--- config.mk ---
export PLATFORM = sky130hd
export DESIGN_NAME = pcore_exe_top
export DESIGN_NICKNAME = d
export VERILOG_FILES = /design/src/pcore_pkg.sv /design/src/pcore_decode.sv /design/src/pcore_exe_top.sv /design/src/pcore_execute.sv /design/src/pcore_regfile.sv
export SDC_FILE = /design/constraint.sdc
export NUM_CORES = 2
export LEC_CHECK = 0
export BUFFER_PORTS_ARGS = -buffer_cell sky130_fd_sc_hd__buf_2
export CORE_MARGIN = 2
export CORE_UTILIZATION = 59
export CTS_BUF_LIST = sky130_fd_sc_hd__clkbuf_8
export DETAILED_ROUTE_END_ITERATION = 8
export HOLD_SLACK_MARGIN = 0.05
export PLACE_DENSITY = 0.79
export SYNTH_ARGS = -nofsm -noshare
export SYNTH_HDL_FRONTEND = slang
export SYNTH_HIERARCHICAL = 1
export SYNTH_SLANG_ARGS = --single-unit
--- constraint.sdc ---
create_clock -name clk -period 5.75 [get_ports clk]
set_input_delay 0 -clock clk [delete_from_list [all_inputs] [get_ports clk]]
set_output_delay 0 -clock clk [all_outputs]
set_load 0.01 [all_outputs]
--- src/pcore_pkg.sv ---
// Shared widths, vector types, operation encodings and RV32I opcodes for the core slice
package pcore_pkg;

   localparam int XLEN       = 32;
   localparam int REG_ADDR_W = 5;

   typedef logic [XLEN-1:0]       xlen_t;
   typedef logic [REG_ADDR_W-1:0] reg_addr_t;
   typedef logic [31:0]           instr_t;

   // ALU operation select
   typedef enum logic [3:0] {
      ALU_OPS_ADD,
      ALU_OPS_SUB,
      ALU_OPS_AND,
      ALU_OPS_OR,
      ALU_OPS_XOR,
      ALU_OPS_SLL,
      ALU_OPS_SRL,
      ALU_OPS_SRA,
      ALU_OPS_SLT,
      ALU_OPS_SLTU,
      ALU_OPS_COPY_OPR2,          // LUI passes the immediate through
      ALU_OPS_BRANCH,             // Adder computes the branch target
      ALU_OPS_NONE
   } alu_ops_e;

   // Branch condition
   typedef enum logic [2:0] {
      BR_NONE,
      BR_EQ,
      BR_NE,
      BR_LT,
      BR_GE,
      BR_LTU,
      BR_GEU
   } br_ops_e;

   typedef enum logic {
      ALU_OPR1_REG,
      ALU_OPR1_PC
   } opr1_sel_e;

   typedef enum logic {
      ALU_OPR2_REG,
      ALU_OPR2_IMM
   } opr2_sel_e;

   typedef enum logic {
      ALU_CMP_OPR2_REG,
      ALU_CMP_OPR2_IMM
   } cmp_opr2_sel_e;

   typedef enum logic {
      RD_WB_ALU,
      RD_WB_PC_NEXT               // Link address for jumps
   } wb_sel_e;

   // Major opcodes handled by this slice
   localparam logic [6:0] OPC_OP     = 7'b0110011;
   localparam logic [6:0] OPC_OP_IMM = 7'b0010011;
   localparam logic [6:0] OPC_LUI    = 7'b0110111;
   localparam logic [6:0] OPC_AUIPC  = 7'b0010111;
   localparam logic [6:0] OPC_BRANCH = 7'b1100011;
   localparam logic [6:0] OPC_JAL    = 7'b1101111;
   localparam logic [6:0] OPC_JALR   = 7'b1100111;

endpackage : pcore_pkg

--- src/pcore_decode.sv ---
// Decode stage: control decode, immediate build, operand forwarding and the ID/EXE register
`timescale 1ns/1ps

module pcore_decode (
   input  logic                     clk,
   input  logic                     rst_i,

   input  logic                     instr_valid_i,
   input  pcore_pkg::instr_t        instr_i,
   input  pcore_pkg::xlen_t         pc_i,

   input  pcore_pkg::xlen_t         rs1_rdata_i,
   input  pcore_pkg::xlen_t         rs2_rdata_i,
   input  logic                     ex_fwd_valid_i,
   input  pcore_pkg::reg_addr_t     ex_fwd_rd_i,
   input  pcore_pkg::xlen_t         ex_fwd_data_i,
   input  logic                     ex_redirect_i,

   output pcore_pkg::reg_addr_t     rs1_addr_o,
   output pcore_pkg::reg_addr_t     rs2_addr_o,
   output logic                     illegal_o,

   output logic                     id_valid_o,
   output pcore_pkg::xlen_t         id_pc_o,
   output pcore_pkg::xlen_t         id_rs1_data_o,
   output pcore_pkg::xlen_t         id_rs2_data_o,
   output pcore_pkg::xlen_t         id_imm_o,
   output pcore_pkg::reg_addr_t     id_rd_o,
   output pcore_pkg::alu_ops_e      id_alu_ops_o,
   output pcore_pkg::br_ops_e       id_br_ops_o,
   output pcore_pkg::opr1_sel_e     id_opr1_sel_o,
   output pcore_pkg::opr2_sel_e     id_opr2_sel_o,
   output pcore_pkg::cmp_opr2_sel_e id_cmp_opr2_sel_o,
   output pcore_pkg::wb_sel_e       id_wb_sel_o,
   output logic                     id_rd_wr_req_o,
   output logic                     id_jump_req_o,
   output logic                     id_branch_req_o
);
   import pcore_pkg::*;

   logic [6:0]    opcode;
   logic [2:0]    funct3;
   xlen_t         imm_i, imm_u, imm_b, imm_j;
   xlen_t         imm;
   xlen_t         rs1_data, rs2_data;
   alu_ops_e      alu_ops;
   br_ops_e       br_ops;
   opr1_sel_e     opr1_sel;
   opr2_sel_e     opr2_sel;
   cmp_opr2_sel_e cmp_sel;
   wb_sel_e       wb_sel;
   logic          rd_wr_req, jump_req, branch_req;
   logic          illegal;
   logic          id_valid_q;
   logic          illegal_q;

   // Shared funct3 map of OP and OP-IMM
   function automatic alu_ops_e alu_op_decode(input logic [2:0] f3, input logic alt,
                                              input logic is_reg);
      alu_ops_e op;
      case (f3)
         3'b000:  op = (alt && is_reg) ? ALU_OPS_SUB : ALU_OPS_ADD;
         3'b001:  op = ALU_OPS_SLL;
         3'b010:  op = ALU_OPS_SLT;
         3'b011:  op = ALU_OPS_SLTU;
         3'b100:  op = ALU_OPS_XOR;
         3'b101:  op = alt ? ALU_OPS_SRA : ALU_OPS_SRL;
         3'b110:  op = ALU_OPS_OR;
         default: op = ALU_OPS_AND;
      endcase
      return op;
   endfunction

   assign opcode     = instr_i[6:0];
   assign funct3     = instr_i[14:12];
   assign rs1_addr_o = instr_i[19:15];
   assign rs2_addr_o = instr_i[24:20];

   assign imm_i = {{20{instr_i[31]}}, instr_i[31:20]};
   assign imm_u = {instr_i[31:12], 12'b0};
   assign imm_b = {{19{instr_i[31]}}, instr_i[31], instr_i[7], instr_i[30:25],
                   instr_i[11:8], 1'b0};
   assign imm_j = {{11{instr_i[31]}}, instr_i[31], instr_i[19:12], instr_i[20],
                   instr_i[30:21], 1'b0};

   always_comb begin
      alu_ops    = ALU_OPS_NONE;
      br_ops     = BR_NONE;
      opr1_sel   = ALU_OPR1_REG;
      opr2_sel   = ALU_OPR2_IMM;
      cmp_sel    = ALU_CMP_OPR2_REG;
      wb_sel     = RD_WB_ALU;
      imm        = imm_i;
      rd_wr_req  = 1'b0;
      jump_req   = 1'b0;
      branch_req = 1'b0;
      illegal    = 1'b0;
      case (opcode)
         OPC_OP: begin
            alu_ops   = alu_op_decode(funct3, instr_i[30], 1'b1);
            opr2_sel  = ALU_OPR2_REG;
            rd_wr_req = 1'b1;
         end
         OPC_OP_IMM: begin
            alu_ops   = alu_op_decode(funct3, instr_i[30], 1'b0);
            cmp_sel   = ALU_CMP_OPR2_IMM;    // SLTI and SLTIU compare against imm
            rd_wr_req = 1'b1;
         end
         OPC_LUI: begin
            alu_ops   = ALU_OPS_COPY_OPR2;
            imm       = imm_u;
            rd_wr_req = 1'b1;
         end
         OPC_AUIPC: begin
            alu_ops   = ALU_OPS_ADD;
            opr1_sel  = ALU_OPR1_PC;
            imm       = imm_u;
            rd_wr_req = 1'b1;
         end
         OPC_BRANCH: begin
            alu_ops    = ALU_OPS_BRANCH;
            opr1_sel   = ALU_OPR1_PC;
            imm        = imm_b;
            branch_req = 1'b1;
            case (funct3)
               3'b000:  br_ops = BR_EQ;
               3'b001:  br_ops = BR_NE;
               3'b100:  br_ops = BR_LT;
               3'b101:  br_ops = BR_GE;
               3'b110:  br_ops = BR_LTU;
               3'b111:  br_ops = BR_GEU;
               default: br_ops = BR_NONE;  // Reserved encodings never taken
            endcase
         end
         OPC_JAL, OPC_JALR: begin
            alu_ops   = ALU_OPS_ADD;
            opr1_sel  = (opcode == OPC_JAL) ? ALU_OPR1_PC : ALU_OPR1_REG;
            imm       = (opcode == OPC_JAL) ? imm_j : imm_i;
            wb_sel    = RD_WB_PC_NEXT;
            rd_wr_req = 1'b1;
            jump_req  = 1'b1;
         end
         default: illegal = 1'b1;
      endcase
   end

   // Execute result has priority, register file covers older writes
   assign rs1_data = (ex_fwd_valid_i && ex_fwd_rd_i == rs1_addr_o && rs1_addr_o != '0)
                   ? ex_fwd_data_i : rs1_rdata_i;
   assign rs2_data = (ex_fwd_valid_i && ex_fwd_rd_i == rs2_addr_o && rs2_addr_o != '0)
                   ? ex_fwd_data_i : rs2_rdata_i;

   always_ff @(posedge clk) begin
      if (rst_i) begin
         id_valid_q <= 1'b0;
         illegal_q  <= 1'b0;
         illegal_o  <= 1'b0;
      end else begin
         id_valid_q <= instr_valid_i & ~illegal;
         illegal_q  <= instr_valid_i & illegal;
         illegal_o  <= illegal_q & ~ex_redirect_i;  // Lines up with the commit register
      end
   end

   always_ff @(posedge clk) begin
      id_pc_o           <= pc_i;
      id_rs1_data_o     <= rs1_data;
      id_rs2_data_o     <= rs2_data;
      id_imm_o          <= imm;
      id_rd_o           <= instr_i[11:7];
      id_alu_ops_o      <= alu_ops;
      id_br_ops_o       <= br_ops;
      id_opr1_sel_o     <= opr1_sel;
      id_opr2_sel_o     <= opr2_sel;
      id_cmp_opr2_sel_o <= cmp_sel;
      id_wb_sel_o       <= wb_sel;
      id_rd_wr_req_o    <= rd_wr_req;
      id_jump_req_o     <= jump_req;
      id_branch_req_o   <= branch_req;
   end

   // Slot behind a taken branch or jump is dropped here
   assign id_valid_o = id_valid_q & ~ex_redirect_i;

endmodule : pcore_decode

--- src/pcore_exe_top.sv ---
// Pipeline top that links decode, register file and execute of the RV32I slice
`timescale 1ns/1ps

module pcore_exe_top (
   input  logic                 clk,
   input  logic                 rst_i,
   input  logic                 instr_valid_i,
   input  pcore_pkg::instr_t    instr_i,
   input  pcore_pkg::xlen_t     pc_i,
   output logic                 commit_valid_o,
   output pcore_pkg::xlen_t     commit_pc_o,
   output logic                 commit_we_o,
   output pcore_pkg::reg_addr_t commit_rd_o,
   output pcore_pkg::xlen_t     commit_result_o,
   output logic                 redirect_o,
   output pcore_pkg::xlen_t     redirect_pc_o,
   output logic                 illegal_o
);
   import pcore_pkg::*;

   reg_addr_t     rs1_addr, rs2_addr;
   xlen_t         rs1_rdata, rs2_rdata;

   logic          id_valid;
   xlen_t         id_pc, id_rs1_data, id_rs2_data, id_imm;
   reg_addr_t     id_rd;
   alu_ops_e      id_alu_ops;
   br_ops_e       id_br_ops;
   opr1_sel_e     id_opr1_sel;
   opr2_sel_e     id_opr2_sel;
   cmp_opr2_sel_e id_cmp_opr2_sel;
   wb_sel_e       id_wb_sel;
   logic          id_rd_wr_req, id_jump_req, id_branch_req;

   logic          ex_fwd_valid;
   reg_addr_t     ex_fwd_rd;
   xlen_t         ex_fwd_data;

   pcore_decode pcore_decode_i (
      .clk               (clk),
      .rst_i             (rst_i),
      .instr_valid_i     (instr_valid_i),
      .instr_i           (instr_i),
      .pc_i              (pc_i),
      .rs1_rdata_i       (rs1_rdata),
      .rs2_rdata_i       (rs2_rdata),
      .ex_fwd_valid_i    (ex_fwd_valid),
      .ex_fwd_rd_i       (ex_fwd_rd),
      .ex_fwd_data_i     (ex_fwd_data),
      .ex_redirect_i     (redirect_o),        // Registered redirect squashes the next slot
      .rs1_addr_o        (rs1_addr),
      .rs2_addr_o        (rs2_addr),
      .illegal_o         (illegal_o),
      .id_valid_o        (id_valid),
      .id_pc_o           (id_pc),
      .id_rs1_data_o     (id_rs1_data),
      .id_rs2_data_o     (id_rs2_data),
      .id_imm_o          (id_imm),
      .id_rd_o           (id_rd),
      .id_alu_ops_o      (id_alu_ops),
      .id_br_ops_o       (id_br_ops),
      .id_opr1_sel_o     (id_opr1_sel),
      .id_opr2_sel_o     (id_opr2_sel),
      .id_cmp_opr2_sel_o (id_cmp_opr2_sel),
      .id_wb_sel_o       (id_wb_sel),
      .id_rd_wr_req_o    (id_rd_wr_req),
      .id_jump_req_o     (id_jump_req),
      .id_branch_req_o   (id_branch_req)
   );

   // Writeback comes straight from the commit register
   pcore_regfile pcore_regfile_i (
      .clk         (clk),
      .rst_i       (rst_i),
      .rs1_addr_i  (rs1_addr),
      .rs2_addr_i  (rs2_addr),
      .rs1_rdata_o (rs1_rdata),
      .rs2_rdata_o (rs2_rdata),
      .wr_en_i     (commit_we_o),
      .wr_addr_i   (commit_rd_o),
      .wr_data_i   (commit_result_o)
   );

   pcore_execute pcore_execute_i (
      .clk               (clk),
      .rst_i             (rst_i),
      .id_valid_i        (id_valid),
      .id_pc_i           (id_pc),
      .id_rs1_data_i     (id_rs1_data),
      .id_rs2_data_i     (id_rs2_data),
      .id_imm_i          (id_imm),
      .id_rd_i           (id_rd),
      .id_alu_ops_i      (id_alu_ops),
      .id_br_ops_i       (id_br_ops),
      .id_opr1_sel_i     (id_opr1_sel),
      .id_opr2_sel_i     (id_opr2_sel),
      .id_cmp_opr2_sel_i (id_cmp_opr2_sel),
      .id_wb_sel_i       (id_wb_sel),
      .id_rd_wr_req_i    (id_rd_wr_req),
      .id_jump_req_i     (id_jump_req),
      .id_branch_req_i   (id_branch_req),
      .ex_fwd_valid_o    (ex_fwd_valid),
      .ex_fwd_rd_o       (ex_fwd_rd),
      .ex_fwd_data_o     (ex_fwd_data),
      .commit_valid_o    (commit_valid_o),
      .commit_pc_o       (commit_pc_o),
      .commit_we_o       (commit_we_o),
      .commit_rd_o       (commit_rd_o),
      .commit_result_o   (commit_result_o),
      .redirect_o        (redirect_o),
      .redirect_pc_o     (redirect_pc_o)
   );

endmodule : pcore_exe_top

--- src/pcore_execute.sv ---
// Execute stage: ALU, branch compare, writeback select, forward path and commit register
`timescale 1ns/1ps

module pcore_execute (
   input  logic                     clk,
   input  logic                     rst_i,

   input  logic                     id_valid_i,
   input  pcore_pkg::xlen_t         id_pc_i,
   input  pcore_pkg::xlen_t         id_rs1_data_i,
   input  pcore_pkg::xlen_t         id_rs2_data_i,
   input  pcore_pkg::xlen_t         id_imm_i,
   input  pcore_pkg::reg_addr_t     id_rd_i,
   input  pcore_pkg::alu_ops_e      id_alu_ops_i,
   input  pcore_pkg::br_ops_e       id_br_ops_i,
   input  pcore_pkg::opr1_sel_e     id_opr1_sel_i,
   input  pcore_pkg::opr2_sel_e     id_opr2_sel_i,
   input  pcore_pkg::cmp_opr2_sel_e id_cmp_opr2_sel_i,
   input  pcore_pkg::wb_sel_e       id_wb_sel_i,
   input  logic                     id_rd_wr_req_i,
   input  logic                     id_jump_req_i,
   input  logic                     id_branch_req_i,

   output logic                     ex_fwd_valid_o,
   output pcore_pkg::reg_addr_t     ex_fwd_rd_o,
   output pcore_pkg::xlen_t         ex_fwd_data_o,

   output logic                     commit_valid_o,
   output pcore_pkg::xlen_t         commit_pc_o,
   output logic                     commit_we_o,
   output pcore_pkg::reg_addr_t     commit_rd_o,
   output pcore_pkg::xlen_t         commit_result_o,
   output logic                     redirect_o,
   output pcore_pkg::xlen_t         redirect_pc_o
);
   import pcore_pkg::*;

   xlen_t         opr1, opr2;
   xlen_t         adder_out;
   xlen_t         alu_result;
   xlen_t         rd_value;
   xlen_t         target;
   logic [4:0]    shamt;

   xlen_t         cmp_opr2;
   logic [XLEN:0] cmp_diff;          // Extra bit holds the borrow
   logic          cmp_eq;
   logic          cmp_neg;
   logic          cmp_ovf;
   logic          cmp_lt;
   logic          cond_met;
   logic          taken;
   logic          wr_req;

   assign opr1  = (id_opr1_sel_i == ALU_OPR1_PC)  ? id_pc_i  : id_rs1_data_i;
   assign opr2  = (id_opr2_sel_i == ALU_OPR2_IMM) ? id_imm_i : id_rs2_data_i;
   assign shamt = opr2[4:0];

   // Only SUB subtracts, branch targets and jumps add
   assign adder_out = (id_alu_ops_i == ALU_OPS_SUB) ? opr1 - opr2 : opr1 + opr2;

   assign cmp_opr2 = (id_cmp_opr2_sel_i == ALU_CMP_OPR2_IMM) ? id_imm_i : id_rs2_data_i;
   assign cmp_diff = {1'b0, id_rs1_data_i} - {1'b0, cmp_opr2};
   assign cmp_eq   = ~|cmp_diff[XLEN-1:0];
   assign cmp_neg  = cmp_diff[XLEN-1];
   assign cmp_ovf  = (cmp_neg & ~id_rs1_data_i[XLEN-1] & cmp_opr2[XLEN-1]) |
                     (~cmp_neg & id_rs1_data_i[XLEN-1] & ~cmp_opr2[XLEN-1]);
   assign cmp_lt   = cmp_neg ^ cmp_ovf;   // Signed less-than

   always_comb begin
      case (id_br_ops_i)
         BR_EQ:   cond_met = cmp_eq;
         BR_NE:   cond_met = ~cmp_eq;
         BR_LT:   cond_met = cmp_lt;
         BR_GE:   cond_met = ~cmp_lt;
         BR_LTU:  cond_met = cmp_diff[XLEN];
         BR_GEU:  cond_met = ~cmp_diff[XLEN];
         default: cond_met = 1'b0;
      endcase
   end

   always_comb begin
      case (id_alu_ops_i)
         ALU_OPS_ADD,
         ALU_OPS_SUB,
         ALU_OPS_BRANCH:    alu_result = adder_out;
         ALU_OPS_AND:       alu_result = opr1 & opr2;
         ALU_OPS_OR:        alu_result = opr1 | opr2;
         ALU_OPS_XOR:       alu_result = opr1 ^ opr2;
         ALU_OPS_SLL:       alu_result = opr1 << shamt;
         ALU_OPS_SRL:       alu_result = opr1 >> shamt;
         ALU_OPS_SRA:       alu_result = xlen_t'($signed(opr1) >>> shamt);
         ALU_OPS_SLT:       alu_result = xlen_t'(cmp_lt);
         ALU_OPS_SLTU:      alu_result = xlen_t'(cmp_diff[XLEN]);
         ALU_OPS_COPY_OPR2: alu_result = opr2;
         default:           alu_result = '0;
      endcase
   end

   assign rd_value = (id_wb_sel_i == RD_WB_PC_NEXT) ? id_pc_i + xlen_t'(4) : alu_result;
   assign taken    = id_valid_i & (id_jump_req_i | (id_branch_req_i & cond_met));

   // JALR is the only jump with a register base
   assign target = (id_jump_req_i && id_opr1_sel_i == ALU_OPR1_REG)
                 ? {adder_out[XLEN-1:1], 1'b0} : adder_out;

   assign wr_req         = id_valid_i & id_rd_wr_req_i & (id_rd_i != '0);
   assign ex_fwd_valid_o = wr_req;
   assign ex_fwd_rd_o    = id_rd_i;
   assign ex_fwd_data_o  = rd_value;

   always_ff @(posedge clk) begin
      if (rst_i) begin
         commit_valid_o <= 1'b0;
         commit_we_o    <= 1'b0;
         redirect_o     <= 1'b0;
      end else begin
         commit_valid_o <= id_valid_i;
         commit_we_o    <= wr_req;
         redirect_o     <= taken;
      end
   end

   always_ff @(posedge clk) begin
      commit_pc_o     <= id_pc_i;
      commit_rd_o     <= id_rd_i;
      commit_result_o <= rd_value;
      redirect_pc_o   <= target;
   end

endmodule : pcore_execute

--- src/pcore_regfile.sv ---
// Integer register file with 31 writable registers, two reads and write-first bypass
`timescale 1ns/1ps

module pcore_regfile (
   input  logic                 clk,
   input  logic                 rst_i,
   input  pcore_pkg::reg_addr_t rs1_addr_i,
   input  pcore_pkg::reg_addr_t rs2_addr_i,
   output pcore_pkg::xlen_t     rs1_rdata_o,
   output pcore_pkg::xlen_t     rs2_rdata_o,
   input  logic                 wr_en_i,
   input  pcore_pkg::reg_addr_t wr_addr_i,
   input  pcore_pkg::xlen_t     wr_data_i
);
   import pcore_pkg::*;

   xlen_t regs [1:31];   // x0 has no storage

   always_ff @(posedge clk) begin
      if (rst_i) begin
         for (int i = 1; i < 32; i++)
            regs[i] <= '0;
      end else if (wr_en_i && wr_addr_i != '0) begin
         regs[wr_addr_i] <= wr_data_i;
      end
   end

   // Same-cycle write wins over the stored value
   assign rs1_rdata_o = (rs1_addr_i == '0) ? '0 :
                        (wr_en_i && wr_addr_i == rs1_addr_i) ? wr_data_i : regs[rs1_addr_i];
   assign rs2_rdata_o = (rs2_addr_i == '0) ? '0 :
                        (wr_en_i && wr_addr_i == rs2_addr_i) ? wr_data_i : regs[rs2_addr_i];

endmodule : pcore_regfile

; Yosys cells after proc, flatten, opt, wreduce, memory -nomap -nowiden
; Memory sizes are Yosys's and may differ from the RTL's.
; Cells that the tools add are included.
[totals]
register_bits = 253
ramBits = 992
elab_cells = 155
memories = 1
[classes]
n_addsub = 4
n_eq_ne = 35
shifts = 3
n_mux = 37
n_bitwise = 25
reduce_logical = 26
[mem_list]
columns = name, depth, word_bits, read_ports, rd_ports_with_merged_regs, write_ports, line_no
row1 = pcore_regfile_i.regs, 31, 32, 2, 0, 31, pcore_regfile.sv:17  ; xlen_t regs [1:31];
[op_table]
columns = operator, count
row1 = $mux 32, 12
row2 = $pmux 32 s10, 1
row3 = $pmux 31 s3, 1
row4 = $reduce_or 32->1, 2
row5 = $pmux 4 s7, 2
row6 = $sub 32x32->33, 1
row7 = $add 32x3->32 const B, 1
row8 = $add 32x32->32, 1
row9 = $and 32x32->32, 1
row10 = $or 32x32->32, 1
row11 = $shl 32x5->32, 1
row12 = $shr 32x5->32, 1
row13 = $sshr 32x5->32, 1
row14 = $sub 32x32->32, 1
row15 = $xor 32x32->32, 1
row16 = $eq 3x3->1 const B, 7
row17 = $eq 7x7->1 const B, 3
row18 = $eq 5x5->1, 4
row19 = $mux 20, 1
row20 = $pmux 4 s5, 1
row21 = $reduce_bool 5->1, 4
row22 = $pmux 3 s6, 1
row23 = $eq 4x3->1 const B, 4
row24 = $eq 4x4->1 const B, 4
row25 = 23 further kinds, 73

; Depth between registers and ports, before layout
[depth]
depth_word = 12
depth_mapped = 25
mapped_depth_nobuf = 22

; Modules after synthesis
; Netlist, hierarchy kept.
[by_module_without_submodules]
columns = mod, instances, cells_each, area_per_inst_um2
row1 = pcore_regfile, 1, 3829, 55182.9
row2 = pcore_execute, 1, 1837, 13719.4
row3 = pcore_decode, 1, 359, 4770.8

; Least setup slack after synthesis
; No wires, ideal clock.
[synth_path]
path_kind = register to register
start = register pcore_decode_i.id_opr2_sel_o
end = register pcore_decode_i.id_rs1_data_o[31]
setup_time_ns = 0.121
arrival_ns = 6.135
required_time_ns = 5.629
slack_ns = -0.505
path_stages_with_launch = 23
path_buffers = 3
synth_period_minus_slack_ns = 6.255
cell_sequence = dfxtp_1 > mux2i_1 > clkbuf_1 > clkbuf_1 > buf_1 > ha_1 > nand2_1 > nor4_1 > and3_1 > and4_1 > a31oi_1 > xnor2_1 > ha_1 > a211oi_1 > nand2b_1 > or4b_2 > o2111a_1 > nor4_1 > nor3_1 > a221oi_1 > xnor2_1 > a221o_1 > mux2_2
[synth_via]
elab_chain_cells = 6
word_cells_on_any_way = 13
classes_between = add/sub (2) / shift (3) / mux (5) / bitwise (3)
[synth_lines]
columns = item, line_no
row1 = from (decl), pcore_decode.sv:32  ; output pcore_pkg::opr2_sel_e id_opr2_sel_o,
row2 = from (signal assigned), pcore_decode.sv:174  ; id_opr2_sel_o <= opr2_sel;
row3 = $mux 32 (*), pcore_execute.sv:56  ; assign opr2 = (id_opr2_sel_i == ALU_OPR2_IMM) ? id_imm_i : id_rs2_data_i;
row4 = $add 32x32->32 or $sub 32x32->32 (tied branches), pcore_execute.sv:60  ; assign adder_out = (id_alu_ops_i == ALU_OPS_SUB) ? opr1 - opr2 : opr1 + opr2;
row5 = $mux 32 (*), pcore_execute.sv:60
row6 = named net pcore_execute_i.adder_out[31], pcore_execute.sv:39  ; xlen_t adder_out;
row7 = $pmux 32 s10 (*), pcore_execute.sv:83  ; case (id_alu_ops_i)
row8 = $mux 32 (*), pcore_execute.sv:100  ; assign rd_value = (id_wb_sel_i == RD_WB_PC_NEXT) ? id_pc_i + xlen_t'(4) : alu_result;
row9 = named net ex_fwd_data[31], pcore_exe_top.sv:37  ; xlen_t ex_fwd_data;
row10 = $mux 32 (*), pcore_decode.sv:149  ; ? ex_fwd_data_i : rs1_rdata_i;
row11 = named net pcore_decode_i.rs1_data[31], pcore_decode.sv:45  ; xlen_t rs1_data, rs2_data;
row12 = to (signal assigned), pcore_decode.sv:167  ; id_rs1_data_o <= rs1_data;
row13 = to (decl), pcore_decode.sv:25  ; output pcore_pkg::xlen_t id_rs1_data_o,
; Mark *: on every way through the listed nets, which the timed path passes. The rest lies on a longest branch.
; A chain may end at the register's enable or synchronous reset.

; Worst setup path after layout
[layout_path]
start = register pcore_decode_i.id_cmp_opr2_sel_o
end = register pcore_execute_i.redirect_o
[layout_via]
elab_chain_cells = 12
word_cells_on_any_way = 18
classes_between = add/sub (1) / mux (2) / bitwise (13) / reduce/logical (2)
[layout_lines]
columns = item, line_no
row1 = from (decl), pcore_decode.sv:33  ; output pcore_pkg::cmp_opr2_sel_e id_cmp_opr2_sel_o,
row2 = from (signal assigned), pcore_decode.sv:175  ; id_cmp_opr2_sel_o <= cmp_sel;
row3 = $mux 32 (*), pcore_execute.sv:62  ; assign cmp_opr2 = (id_cmp_opr2_sel_i == ALU_CMP_OPR2_IMM) ? id_imm_i : id_rs2_data_i;
row4 = $sub 32x32->33, pcore_execute.sv:63  ; assign cmp_diff = {1'b0, id_rs1_data_i} - {1'b0, cmp_opr2};
row5 = $not 1->1, pcore_execute.sv:67  ; (~cmp_neg & id_rs1_data_i[XLEN-1] & ~cmp_opr2[XLEN-1]);
row6 = $and 1x1->1 (2 in series), pcore_execute.sv:67
row7 = $or 1x1->1, pcore_execute.sv:66  ; assign cmp_ovf = (cmp_neg & ~id_rs1_data_i[XLEN-1] & cmp_opr2[XLEN-1]) |
row8 = $xor 1x1->1, pcore_execute.sv:68  ; assign cmp_lt = cmp_neg ^ cmp_ovf;
row9 = $not 1->1, pcore_execute.sv:75  ; BR_GE: cond_met = ~cmp_lt;
row10 = $pmux 1 s6 (*), pcore_execute.sv:71  ; case (id_br_ops_i)
row11 = $and 1x1->1 (*), pcore_execute.sv:101  ; assign taken = id_valid_i & (id_jump_req_i | (id_branch_req_i & cond_met));
row12 = $or 1x1->1 (*), pcore_execute.sv:101
row13 = $and 1x1->1 (*), pcore_execute.sv:101
row14 = to (signal assigned), pcore_execute.sv:120  ; redirect_o <= taken;
row15 = to (decl), pcore_execute.sv:33  ; output logic redirect_o,
; Every way passes the cells marked *; elsewhere a longest branch is shown, timed or not.

==> flow_summary.yaml <==
run_status:
  status: "complete, but fails checks"
  violations: "setup timing"
placed_design:
  placed_area_um2: 77800
  gp_congestion: 1.05
  place_worst_setup_slack_ps: -768
  dp_hpwl_mm: 192
  portBuffers: 171
critical_path:
  start_kind: "register"
  end_kind: "register"
  reg2reg_from: "pcore_decode_i/id_cmp_opr2_sel_o"
  crit_type: "reg2reg"
  worstPathMaxFanout: 6
  cp.arrival_ps: 6820
  reg2regPathDepth: 25
  r2r-end: "pcore_execute_i/redirect_o"
  rrSetupSlack_ps: -170
  required_ps: 6650
clock_network:
  cts_root_buf: "clkbuf_8"
  cts.sinks: 1277
  clk_latency_ps: 990
  cts_buffers: 204
  cts_htree_levels: 4
  clockBufferDepth: 3
  tritoncts: "done"
  path_clk_slew_ps: 70
detailed_routing:
  drt_wl_total_mm: 291
  dr_wl_met3_mm: 39.7
  drt-initial-drc-count: 8831
  wl_met1_mm: 94.4
  route.met2.wl_mm: 131
  wl_per_cell_um: 35.1
  highest_layer: "met5"
  antenna_left: 0
  vias_per_cell: 7.04
  dr_total_vias: 58350
  drc: 0
  firstDrtPassIters: 7
timing:
  slew_headroom_pct: 5.95
  finalMaxSlewViolations: 0
  tns_ps: -165
  fin_crit_ps: 5920
  setup_violations: 1
  period_share_pct: 103
  clock_skew_ps: 57.2
  setup_ws_ps: -165
  worstMarginPinSlew_ps: 1410
  rsz0062_at_grt: "true"
  hold_violations: 0
  hold_ws_ps: 140
  max_freq_ghz: 0.169
logic_synthesis:
  syn-cell-area_um2: 73700
  ys_seq_area_share_pct: 48.6
  synth_area_leaders: "edfxtp_1 42%, mux4_2 12%, and2_1 8.5%, dfxtp_1 6.9%, mux2i_1 5.9%"
  ys_seq_elements: 1277
  netlist_instances: 6025
  yosys.cell_types.count: 110
  yosysWarnings: 6
  async_flop_share_pct: 0
  syn_area_per_cell_um2: 12.2
  yosysTopAreaCell: "edfxtp_1"
  synth-edff-count: 1024
  ys.flop_type: "edfxtp_1"
  synth_top_area_share_pct: 41.7
global_route:
  track_usage_pct: 45.0
  antenna_found_initial: 21
  grt_max_degree: 64
  grt_pass1_wl_mm: 406
  overflow: 0
  grt_pass1_vias: 57783
die:
  fp-row-count: 129
  die_area_um2: 128000
  start_util_pct: 59.5
  fp.coreArea_um2: 124000
  die_y_um: 357
  die_x_um: 357
  pin_count: 172
pwr:
  p_leak_uw: 0.0324
  p_per_area_nw_per_um2: 278
  vdd_ir_drop_max_v: 0.000280
final_layout:
  design_area_um2: 83300
  mostFrequentLayoutCells: "1,024 x edfxtp_1, 1,005 x and2_1, 439 x buf_4"
  drive_above_1_share_pct: 23.9
  n_fill_cell: 8990
  fin_nets: 6668
  layout_commonest_cell: "edfxtp_1"
  area.growth.synth_to_final_pct: 13.1
  post-route-util_pct: 67.3
min_path:
  min_from: "instr_i[5]"
  hold_depth: 5
  min_to: "pcore_decode_i/id_opr1_sel_o"
  hp-class: "in2reg"
flow_run:
  maxCapViolCount: 0
flip-flops by register name, summed over array words and instances, names as in the netlist:
name and count:
pcore_decode_i/id_alu_ops_o 4, pcore_decode_i/id_branch_req_o 1, pcore_execute_i/commit_valid_o 1, pcore_decode_i/id_opr2_sel_o 1, pcore_decode_i/id_rs2_data_o 32, pcore_execute_i/commit_we_o 1, pcore_decode_i/id_imm_o 32, pcore_decode_i/id_valid_q 1
pcore_decode_i/id_opr1_sel_o 1, pcore_regfile_i/regs 1024, pcore_execute_i/redirect_pc_o 32, pcore_execute_i/commit_result_o 32, pcore_execute_i/commit_rd_o 5, pcore_decode_i/id_rd_wr_req_o 1, pcore_decode_i/id_pc_o 32, pcore_decode_i/illegal_q 1
pcore_decode_i/id_jump_req_o 1, pcore_decode_i/illegal_o 1, pcore_decode_i/id_br_ops_o 3, pcore_decode_i/id_rs1_data_o 32, pcore_execute_i/redirect_o 1, pcore_execute_i/commit_pc_o 32, pcore_decode_i/id_cmp_opr2_sel_o 1, pcore_decode_i/id_rd_o 5
worst max-delay path by stage:
stage	cells after the start	startpoint	to	slack (ps)
after floorplan	22	pcore_decode_i/id_opr2_sel_o	pcore_decode_i/id_rs1_data_o[31]	30
after global placement	25	pcore_decode_i/id_cmp_opr2_sel_o	pcore_execute_i/redirect_o	-710
after detailed placement	25	pcore_decode_i/id_cmp_opr2_sel_o	pcore_execute_i/redirect_o	-770
after CTS	25	pcore_decode_i/id_cmp_opr2_sel_o	pcore_execute_i/redirect_o	-100
after global routing	25	pcore_decode_i/id_cmp_opr2_sel_o	pcore_execute_i/redirect_o	-290
final	25	pcore_decode_i/id_cmp_opr2_sel_o	pcore_execute_i/redirect_o	-170
critical path: stages, from the launching register on:
cell	delay [ps]
dfxtp_4	380
buf_12	140
buf_16	140
mux2i_1	120
ha_2	350
nor2_2	40
nor2b_1	210
o221ai_2	180
a211oi_4	400
a21oi_2	90
buf_4	150
o22ai_2	140
o21a_1	200
o21a_1	140
o21ai_2	70
nand2b_1	100
fa_1	430
nand4b_1	200
nor4_2	180
nand4_1	150
a2111oi_2	340
nand3_1	110
or4_1	430
or4b_4	620
or4_1	430
o211ai_1	100
Yosys cell counts, types with 27 or more instances:
master    number
a211oi_1      65
a21o_1        30
a21oi_1      183
a22oi_1      103
a31oi_1       43
a32o_1        33
and2_1      1005
and3_1        34
buf_1         30
buf_2         72
buf_4         35
buf_6         27
clkbuf_1     378
dfxtp_1      253
edfxtp_1    1024
ha_1         132
inv_1         99
mux2_2       134
mux2i_1      437
mux4_2       380
nand2_1      227
nand3_1       52
nor2_1       242
nor3_1        69
o21ai_0      191
o221ai_1      56
o22ai_1      133
or2_2         34
xnor2_1       85
final cells by class:
type                            count  area [µm²]  share of cell area, %
Multi-Input combinational cell   4122       35400                   42.5
Timing Repair Buffer              757        5800                   6.96
Inverter                          104         395                  0.475
Tap cell                         1637        2050                   2.46
Clock inverter                    156         857                   1.03
Antenna cell                       14        35.0                 0.0420
Sequential cell                  1277       35800                   43.0
Clock buffer                      217        2990                   3.58
logic make-up after synthesis:
family	after synthesis	share of synthesized area [%]
and+or+nand+nor	1816	13.8
DFF	1277	48.6
AOI/OAI and AO/OA	1057	9.80
muxes	974	20.1
buffers and inverters	657	4.11
adders and majority gates	135	2.32
xor gates and xnor gates	108	1.28
other	1	0.00509
repair_timing:
item	CTS	global route
cloned	1	0
gates resized for setup	32	22
pin swaps	20	14
buffers inserted	5	4
hold buffers	137	0
endpoints found under the hold margin	109	0
setup endpoints to repair	3	5
through the flow:
| stage | cells | power, µW |
|---|---|---|
| 6_report | 8284 | 23100 |
| 5_1_grt | 8272 | 23700 |
| 4_1_cts | 8266 | 22900 |
| 3_5_place_dp | 7751 | 15400 |
| 3_3_place_gp | 7751 | 15400 |
| 2_1_floorplan | 6056 | 13400 |
power breakdown:
| part | switching [µW] | total (µW) | internal [µW] |
|---|---|---|---|
| Combinational | 3010 | 4900 | 1890 |
| Clock | 3860 | 7560 | 3690 |
| Sequential | 270 | 10700 | 10400 |
| Total | 7140 | 23100 | 16000 |
per-layer routing:
layer  track usage [%]  vias to the layer above
met2              70.1                     5127
met3              14.8                     1371
li1                  -                    23644
met5                 0                        -
met4              32.5                       14
met1              52.4                    28194
No activity file was read; power rests on OpenSTA's default activity.
